<file path="config.mk">
export PLATFORM = sky130hd
export DESIGN_NAME = cpuTop
export DESIGN_NICKNAME = d
export VERILOG_FILES = /design/src/verilog/isaPkg.sv /design/src/verilog/ctrlPkg.sv /design/src/verilog/alu.sv /design/src/verilog/regFile.sv /design/src/verilog/controlUnit.sv /design/src/verilog/datapath.sv /design/src/verilog/cpuTop.sv
export SDC_FILE = /design/constraint.sdc
export NUM_CORES = 1
export LEC_CHECK = 0
export BUFFER_PORTS_ARGS = -buffer_cell sky130_fd_sc_hd__buf_4
export CORE_ASPECT_RATIO = 0.9
export CORE_MARGIN = 1.5
export CORE_UTILIZATION = 55
export CTS_CLUSTER_DIAMETER = 150
export CTS_CLUSTER_SIZE = 14
export DETAILED_ROUTE_END_ITERATION = 12
export HOLD_SLACK_MARGIN = 0.02
export PLACE_DENSITY = 0.8
export REMOVE_ABC_BUFFERS = 1
export SLEW_MARGIN = 0
export SYNTH_ARGS = -nofsm -noshare
export SYNTH_HDL_FRONTEND = slang
export SYNTH_SLANG_ARGS = --single-unit
</file>
<file path="constraint.sdc">
create_clock -name clk -period 4.05 [get_ports clk]
set_input_delay 0.2025 -clock clk [delete_from_list [all_inputs] [get_ports clk]]
set_output_delay 0.2025 -clock clk [all_outputs]
set_load 0.02 [all_outputs]
</file>
<file path="src/verilog/isaPkg.sv">
package isaPkg;

	localparam int wordWidth = 16;
	localparam int regCount = 4;
	localparam int regIdxWidth = $clog2(regCount);

	// JAL and JRL write their return address here
	localparam logic [regIdxWidth-1:0] linkReg = 2'd2;

	// instruction field positions
	localparam int opHi = 15;
	localparam int opLo = 12;
	localparam int rsHi = 11;
	localparam int rsLo = 10;
	localparam int rtHi = 9;
	localparam int rtLo = 8;
	localparam int rdHi = 7;
	localparam int rdLo = 6;
	localparam int immHi = 7;
	localparam int immLo = 0;
	localparam int targetHi = 11;
	localparam int targetLo = 0;
	localparam int funcHi = 5;
	localparam int funcLo = 0;

	typedef enum logic [3:0] {
		BNE = 4'd0,
		BEQ = 4'd1,
		BGZ = 4'd2,
		BLZ = 4'd3,
		ADI = 4'd4,
		ORI = 4'd5,
		LHI = 4'd6,
		LWD = 4'd7,
		SWD = 4'd8,
		JMP = 4'd9,
		JAL = 4'd10,
		RTYPE = 4'd15
	} opcode_e;

	typedef enum logic [5:0] {
		ADD = 6'd0,
		SUB = 6'd1,
		AND = 6'd2,
		ORR = 6'd3,
		NOT = 6'd4,
		TCP = 6'd5,
		SHL = 6'd6,
		SHR = 6'd7,
		JPR = 6'd25,
		JRL = 6'd26,
		WWD = 6'd28,
		HLT = 6'd29
	} func_e;

endpackage

</file>
<file path="src/verilog/ctrlPkg.sv">
package ctrlPkg;

	typedef enum logic [2:0] {
		ADD = 3'd0,
		SUB = 3'd1,
		AND = 3'd2,
		ORR = 3'd3,
		NOT = 3'd4,
		TCP = 3'd5,
		SHL = 3'd6,
		SHR = 3'd7
	} aluOp_e;

	// SEQ also covers taken branches
	typedef enum logic [1:0] {
		SEQ = 2'd0,
		JUMP = 2'd1,
		REG = 2'd2
	} pcSrc_e;

	typedef enum logic [1:0] {
		RD = 2'd0,
		RT = 2'd1,
		LINK = 2'd2
	} dest_e;

	// all zero is a no-op
	typedef struct packed {
		aluOp_e aluOp;
		pcSrc_e pcSrc;
		dest_e dest;
		logic regWrite;
		logic aluSrcImm;
		logic immZero;
		logic lhi;
		logic memRead;
		logic memWrite;
		logic memToReg;
		logic branch;
		logic link;
		logic wwd;
		logic halt;
	} ctrl_t;

endpackage

</file>
<file path="src/verilog/alu.sv">
module alu (
	input ctrlPkg::aluOp_e op,
	input logic [isaPkg::wordWidth-1:0] a,
	input logic [isaPkg::wordWidth-1:0] b,
	output logic [isaPkg::wordWidth-1:0] result
);
	import isaPkg::*;
	import ctrlPkg::*;

	always_comb begin
		case (op)
			ctrlPkg::ADD: result = a + b;
			ctrlPkg::SUB: result = a - b;
			ctrlPkg::AND: result = a & b;
			ctrlPkg::ORR: result = a | b;
			ctrlPkg::NOT: result = ~a;
			// two's complement negation
			ctrlPkg::TCP: result = ~a + 1'b1;
			ctrlPkg::SHL: result = {a[wordWidth-2:0], 1'b0};
			// arithmetic shift keeps the sign bit
			ctrlPkg::SHR: result = {a[wordWidth-1], a[wordWidth-1:1]};
			default: result = a + b;
		endcase
	end

endmodule

</file>
<file path="src/verilog/regFile.sv">
module regFile (
	input logic clk,
	input logic rstN,
	input logic [isaPkg::regIdxWidth-1:0] rAddr1,
	input logic [isaPkg::regIdxWidth-1:0] rAddr2,
	output logic [isaPkg::wordWidth-1:0] rData1,
	output logic [isaPkg::wordWidth-1:0] rData2,
	input logic wEn,
	input logic [isaPkg::regIdxWidth-1:0] wAddr,
	input logic [isaPkg::wordWidth-1:0] wData
);
	import isaPkg::*;

	logic [wordWidth-1:0] regs [regCount];

	// read ports are combinational
	assign rData1 = regs[rAddr1];
	assign rData2 = regs[rAddr2];

	always_ff @(posedge clk or negedge rstN) begin
		if (!rstN) begin
			for (int i = 0; i < regCount; i++) begin
				regs[i] <= '0;
			end
		end else if (wEn) begin
			regs[wAddr] <= wData;
		end
	end

endmodule

</file>
<file path="src/verilog/controlUnit.sv">
module controlUnit (
	input logic [isaPkg::wordWidth-1:0] instr,
	output ctrlPkg::ctrl_t ctrl
);
	import isaPkg::*;
	import ctrlPkg::*;

	opcode_e opcode;
	func_e func;

	assign opcode = opcode_e'(instr[opHi:opLo]);
	assign func = func_e'(instr[funcHi:funcLo]);

	always_comb begin
		ctrl = '0;
		case (opcode)
			RTYPE: begin
				case (func)
					isaPkg::ADD: ctrl.aluOp = ctrlPkg::ADD;
					isaPkg::SUB: ctrl.aluOp = ctrlPkg::SUB;
					isaPkg::AND: ctrl.aluOp = ctrlPkg::AND;
					isaPkg::ORR: ctrl.aluOp = ctrlPkg::ORR;
					isaPkg::NOT: ctrl.aluOp = ctrlPkg::NOT;
					isaPkg::TCP: ctrl.aluOp = ctrlPkg::TCP;
					isaPkg::SHL: ctrl.aluOp = ctrlPkg::SHL;
					isaPkg::SHR: ctrl.aluOp = ctrlPkg::SHR;
					default: ctrl.aluOp = ctrlPkg::ADD;
				endcase
				case (func)
					isaPkg::ADD, isaPkg::SUB, isaPkg::AND, isaPkg::ORR,
					isaPkg::NOT, isaPkg::TCP, isaPkg::SHL, isaPkg::SHR: begin
						ctrl.dest = RD;
						ctrl.regWrite = 1'b1;
					end
					JPR: ctrl.pcSrc = REG;
					JRL: begin
						ctrl.pcSrc = REG;
						ctrl.dest = LINK;
						ctrl.link = 1'b1;
						ctrl.regWrite = 1'b1;
					end
					WWD: ctrl.wwd = 1'b1;
					HLT: ctrl.halt = 1'b1;
					default: ctrl = '0;
				endcase
			end
			ADI: begin
				ctrl.aluOp = ctrlPkg::ADD;
				ctrl.aluSrcImm = 1'b1;
				ctrl.dest = RT;
				ctrl.regWrite = 1'b1;
			end
			ORI: begin
				ctrl.aluOp = ctrlPkg::ORR;
				ctrl.aluSrcImm = 1'b1;
				ctrl.immZero = 1'b1;
				ctrl.dest = RT;
				ctrl.regWrite = 1'b1;
			end
			LHI: begin
				ctrl.lhi = 1'b1;
				ctrl.dest = RT;
				ctrl.regWrite = 1'b1;
			end
			// address is rs plus the sign-extended offset
			LWD: begin
				ctrl.aluOp = ctrlPkg::ADD;
				ctrl.aluSrcImm = 1'b1;
				ctrl.memRead = 1'b1;
				ctrl.memToReg = 1'b1;
				ctrl.dest = RT;
				ctrl.regWrite = 1'b1;
			end
			SWD: begin
				ctrl.aluOp = ctrlPkg::ADD;
				ctrl.aluSrcImm = 1'b1;
				ctrl.memWrite = 1'b1;
			end
			BNE, BEQ, BGZ, BLZ: ctrl.branch = 1'b1;
			JMP: ctrl.pcSrc = JUMP;
			JAL: begin
				ctrl.pcSrc = JUMP;
				ctrl.dest = LINK;
				ctrl.link = 1'b1;
				ctrl.regWrite = 1'b1;
			end
			default: ctrl = '0;
		endcase
	end

endmodule

</file>
<file path="src/verilog/datapath.sv">
module datapath (
	input logic clk,
	input logic rstN,
	input logic [isaPkg::wordWidth-1:0] instr,
	input ctrlPkg::ctrl_t ctrl,
	output logic [isaPkg::wordWidth-1:0] iAddr,
	output logic [isaPkg::wordWidth-1:0] dAddr,
	output logic [isaPkg::wordWidth-1:0] dWdata,
	output logic dRead,
	output logic dWrite,
	input logic [isaPkg::wordWidth-1:0] dRdata,
	output logic [isaPkg::wordWidth-1:0] outPort,
	output logic outValid,
	output logic halted
);
	import isaPkg::*;
	import ctrlPkg::*;

	logic [wordWidth-1:0] pc, pcPlus1, pcNext, branchTarget;
	logic [wordWidth-1:0] rsData, rtData, immSext, immOp, lhiValue;
	logic [wordWidth-1:0] aluB, aluResult, wbData;
	logic [regIdxWidth-1:0] wAddr;
	logic [7:0] imm;
	logic taken, running;
	opcode_e opcode;

	assign opcode = opcode_e'(instr[opHi:opLo]);
	assign imm = instr[immHi:immLo];
	assign running = !halted;

	regFile rf (
		.clk(clk),
		.rstN(rstN),
		.rAddr1(instr[rsHi:rsLo]),
		.rAddr2(instr[rtHi:rtLo]),
		.rData1(rsData),
		.rData2(rtData),
		.wEn(ctrl.regWrite && running),
		.wAddr(wAddr),
		.wData(wbData)
	);

	// immediate forms
	assign immSext = {{(wordWidth-8){imm[7]}}, imm};
	assign immOp = ctrl.immZero ? {{(wordWidth-8){1'b0}}, imm} : immSext;
	assign lhiValue = {imm, 8'b0};
	assign aluB = ctrl.aluSrcImm ? immOp : rtData;

	alu aluUnit (
		.op(ctrl.aluOp),
		.a(rsData),
		.b(aluB),
		.result(aluResult)
	);

	always_comb begin
		case (opcode)
			BNE: taken = rsData != rtData;
			BEQ: taken = rsData == rtData;
			BGZ: taken = $signed(rsData) > 0;
			BLZ: taken = rsData[wordWidth-1];
			default: taken = 1'b0;
		endcase
	end

	assign pcPlus1 = pc + 1'b1;
	assign branchTarget = pcPlus1 + immSext;

	always_comb begin
		case (ctrl.pcSrc)
			SEQ: pcNext = (ctrl.branch && taken) ? branchTarget : pcPlus1;
			JUMP: pcNext = {pcPlus1[wordWidth-1:targetHi+1], instr[targetHi:targetLo]};
			REG: pcNext = rsData;
			default: pcNext = pcPlus1;
		endcase
	end

	// writeback select
	always_comb begin
		if (ctrl.link) begin
			wbData = pcPlus1;
		end else if (ctrl.lhi) begin
			wbData = lhiValue;
		end else if (ctrl.memToReg) begin
			wbData = dRdata;
		end else begin
			wbData = aluResult;
		end
	end

	always_comb begin
		case (ctrl.dest)
			RT: wAddr = instr[rtHi:rtLo];
			LINK: wAddr = linkReg;
			default: wAddr = instr[rdHi:rdLo];
		endcase
	end

	// PC holds on HLT so it stays on the halting instruction
	always_ff @(posedge clk or negedge rstN) begin
		if (!rstN) begin
			pc <= '0;
		end else if (running && !ctrl.halt) begin
			pc <= pcNext;
		end
	end

	always_ff @(posedge clk or negedge rstN) begin
		if (!rstN) begin
			halted <= 1'b0;
		end else if (ctrl.halt) begin
			halted <= 1'b1;
		end
	end

	assign iAddr = pc;
	assign dAddr = aluResult;
	assign dWdata = rtData;
	assign dRead = ctrl.memRead && running;
	assign dWrite = ctrl.memWrite && running;
	assign outPort = rsData;
	assign outValid = ctrl.wwd && running;

endmodule

</file>
<file path="src/verilog/cpuTop.sv">
module cpuTop (
	input logic clk,
	input logic rstN,
	output logic [isaPkg::wordWidth-1:0] iAddr,
	input logic [isaPkg::wordWidth-1:0] instr,
	output logic [isaPkg::wordWidth-1:0] dAddr,
	output logic [isaPkg::wordWidth-1:0] dWdata,
	output logic dRead,
	output logic dWrite,
	input logic [isaPkg::wordWidth-1:0] dRdata,
	output logic [isaPkg::wordWidth-1:0] outPort,
	output logic outValid,
	output logic halted
);
	import ctrlPkg::*;

	ctrl_t ctrl;

	controlUnit ctrlUnit (
		.instr(instr),
		.ctrl(ctrl)
	);

	datapath dp (
		.clk(clk),
		.rstN(rstN),
		.instr(instr),
		.ctrl(ctrl),
		.iAddr(iAddr),
		.dAddr(dAddr),
		.dWdata(dWdata),
		.dRead(dRead),
		.dWrite(dWrite),
		.dRdata(dRdata),
		.outPort(outPort),
		.outValid(outValid),
		.halted(halted)
	);

endmodule

</file>
==> qor.yml <==
cts:
  cts_buffer_depth: 2
  cts.sinks: 81
  clkTransAtPathRegs_ns: 0.07
  cts_buffers: 9
  clk_latency_ns: 0.35
  cts_root_buffer: "clkbuf_16"
  hold_buffers: 0
  h-tree-depth: 3
  tritoncts: "yes"
placement:
  dpl_cell_area_um2: 10270
  dp_hpwl_um: 24790
  globalplace.congestion: 1.025
  port-buffer-count: 101
power:
  intPower_mw: 6.137
  p_sw_frac: 0.4956
  p_seq_frac: 0.128
  pwr-share-clk: 0.065
  p_comb_frac: 0.806
  p_per_area_nw_per_um2: 1093
  ir_worst_vdd_v: 0.001109
  switching_power_mw: 6.029
  power.total_mw: 12.17
  p_leak_nw: 4.961
global_routing:
  grt_use_total: 0.4133
  grt_max_degree: 82
  antenna_found_initial: 0
  grt_pass1_vias: 9121
  overflow: 0
  grt_pass1_wl_um: 50720
cells_and_area:
  area_delta_synth_final_pct: 31.26
  final_common_cell: "buf_4"
  drive_gt1_frac: 0.3540
  fin_util: 0.7483
  diodes: 0
  layout_common_cells: "259 x buf_4, 104 x nor2_1, 102 x nand2_1"
  final_cell_area_um2: 11130
  final_nets: 1295
critical_path:
  r2r-end: "dp.rf.regs[46]$_DFFE_PN0P_"
  reg2reg_slack_ns: -0.41
  ff2ff_path_depth: 18
  crit_chain: "mux4_2, nor3_2, buf_4, mux2i_4, a211oi_2, nor2_1, xor2_1, ha_1, and2_1, a221o_1, o31ai_2, buf_4, o21ai_1, a21oi_1, xor2_1, o211ai_2, buf_4, buf_6"
  rr_startpoint: "dp.rf.regs[35]$_DFFE_PN0P_"
  crit_path_frequent_cell: "buf_4"
  criticalPathCategory: "flip-flop to output port"
  end_kind: "output port"
  critPathBufInv: 4
  crit_fanout: 3
  critPathLaunchType: "flip-flop"
  slowest_stage: "mux4_2"
  critPathLaunch: "dp.rf.regs[35]$_DFFE_PN0P_"
  cp_data_arrival_time_ns: 4.35
  cp.depth: 18
  cp_top_family: "compound AO/OA/AOI/OAI gates"
  slowest_delay_ns: 0.49
  worstSetupEndpoint: "dAddr[14]"
  cp_data_required_time_ns: 3.85
run_status:
  outcome: "finished, violations left"
  violations: "setup timing"
detailed_routing:
  vias: 9677
  drt_iter0_markers: 1656
  drtAntennaViolNets: 0
  drc_errors: 0
  routed_wl_um: 34180
  wl_per_cell_um: 24.06
  vias_per_cell: 6.810
  drt-pass1-iter-count: 8
synthesis:
  yosys_most_used_dff: "dfrtp_1"
  netlist_instances: 1011
  synth_area_per_cell_um2: 8.386
  synth-async-reset-ratio: 1.000
  synth_top_area_cell: "dfrtp_1"
  synth-seq-cells: 81
  ys_types: 79
  synth_area_leaders: "dfrtp_1 24%, mux4_2 8.8%, ha_1 6.1%"
  seq_area_frac_synth: 0.2391
  synth_edf_count: 0
  ys_warn_count: 0
  synth_top_area_share: 0.2391
  synth_area_um2: 8478
sta:
  relSlewSlack: 0.2975
  worst_slack_ns: -0.5066
  finalCriticalPeriod_ns: 4.557
  setup_viol: 42
  slew_viol_final: 0
  fin_worst_skew_ns: 0.008547
  clock.fmax_ghz: 0.2195
  fin_worst_hold_slack_ns: 0.05254
  rsz0062_at_grt: "yes"
  fin_crit_sh: 1.125
  tightestPinTransition_ns: 1.054
  hold_viol: 0
  finalSetupTns_ns: -8.349
floorplanning:
  dieArea_um2: 16170
  ios: 102
  dieHeight_um: 120.8
  die_w_um: 133.9
  start_util: 0.5701
  rows: 42
  core_um2: 14870
hold_path:
  hp-class: "primary input to async pin"
job:
  drv_cap: 0
## metal layers
metal,routed length [um],global-route usage,vias up
met5,92,0.04575,-
met3,4822,0.1161,177
li1,-,-,4140
met4,2173,0.2466,2
met1,12640,0.5525,4565
met2,14460,0.5909,793
## cell usage after synthesis, drive strengths merged (26+ instances only)
cell,n
a21oi,87
buf,28
clkbuf,47
dfrtp,81
ha,41
mux2,26
mux4,33
nand2,104
nand3,31
nor2,108
o21ai,67
xnor2,47
xor2,33
## sequential cells by signal, summed over array words and instances, names as in the netlist
name        cells
dp.iAddr       16
dp.rf.regs     64
dp.halted       1
## cells by family after synthesis
| logic type | synth area share |
|---|---|
| simple gates | 0.1969 |
| compound gates | 0.2190 |
| buf+inv | 0.05254 |
| flops | 0.2391 |
| xor+xnor | 0.08264 |
| mux | 0.1446 |
| fa+ha+maj | 0.06523 |
## per-stage QoR
stage	cells	worst slack (ns)
after CTS	1408	-0.3262
after global placement	1383	-0.3570
after floorplan	936	-1.217
after detailed placement	1383	-0.4647
final	1421	-0.5066
after global routing	1421	-0.6661
## final cells by class
type                       count  area (um2)
multi-input combinational    830        6387
fill                        1077        3744
timing repair buffer         271        2088
sequential                    81        2027
tap                          198       247.7
clock buffer                  10       239.0
inverter                      25       93.84
clock inverter                 6       45.04
## what timing repair did
item / CTS / global route
resized for setup: 53 / 53
hold endpoints to repair: 0 / 0
setup endpoints to repair: 49 / 67
pin swaps: 33 / 35
setup buffers: 9 / 16
## worst min path at each step
stage,end,from,slack (ns)
6_report,dp.rf.regs[41]$_DFFE_PN0P_,rstN,0.05
5_1_grt,dp.rf.regs[41]$_DFFE_PN0P_,rstN,0.13
4_1_cts,dp.rf.regs[31]$_DFFE_PN0P_,rstN,0.08
3_5_place_dp,dp.rf.regs[26]$_DFFE_PN0P_,rstN,0.45
3_3_place_gp,dp.rf.regs[10]$_DFFE_PN0P_,rstN,0.45
2_1_floorplan,dp.halted$_DFFE_PN0P_,rstN,-0.09
## power groups by stage
stage / clock network [mW] / logic, mW / registers (mW)
after floorplan: 0 / 4.57 / 1.55
after global placement: 0 / 8.00 / 1.52
after detailed placement: 0 / 8.14 / 1.55
after CTS: 0.799 / 8.73 / 1.54
after global routing: 0.828 / 10.2 / 1.61
final: 0.794 / 9.81 / 1.56
## worst reg2reg max path, stage by stage (launching register included)
cell	delay (ns)
dfrtp_1	0.40
mux4_2	0.49
nor3_2	0.19
buf_4	0.16
mux2i_4	0.07
a211oi_2	0.25
nor2_1	0.09
xor2_1	0.21
ha_1	0.31
and2_1	0.18
a221o_1	0.32
o31ai_2	0.29
buf_4	0.18
o21ai_1	0.05
a21oi_1	0.19
xor2_1	0.20
o211ai_2	0.12
o31a_1	0.34
mux2_4	0.28
No activity file was read; power rests on OpenSTA's default activity.
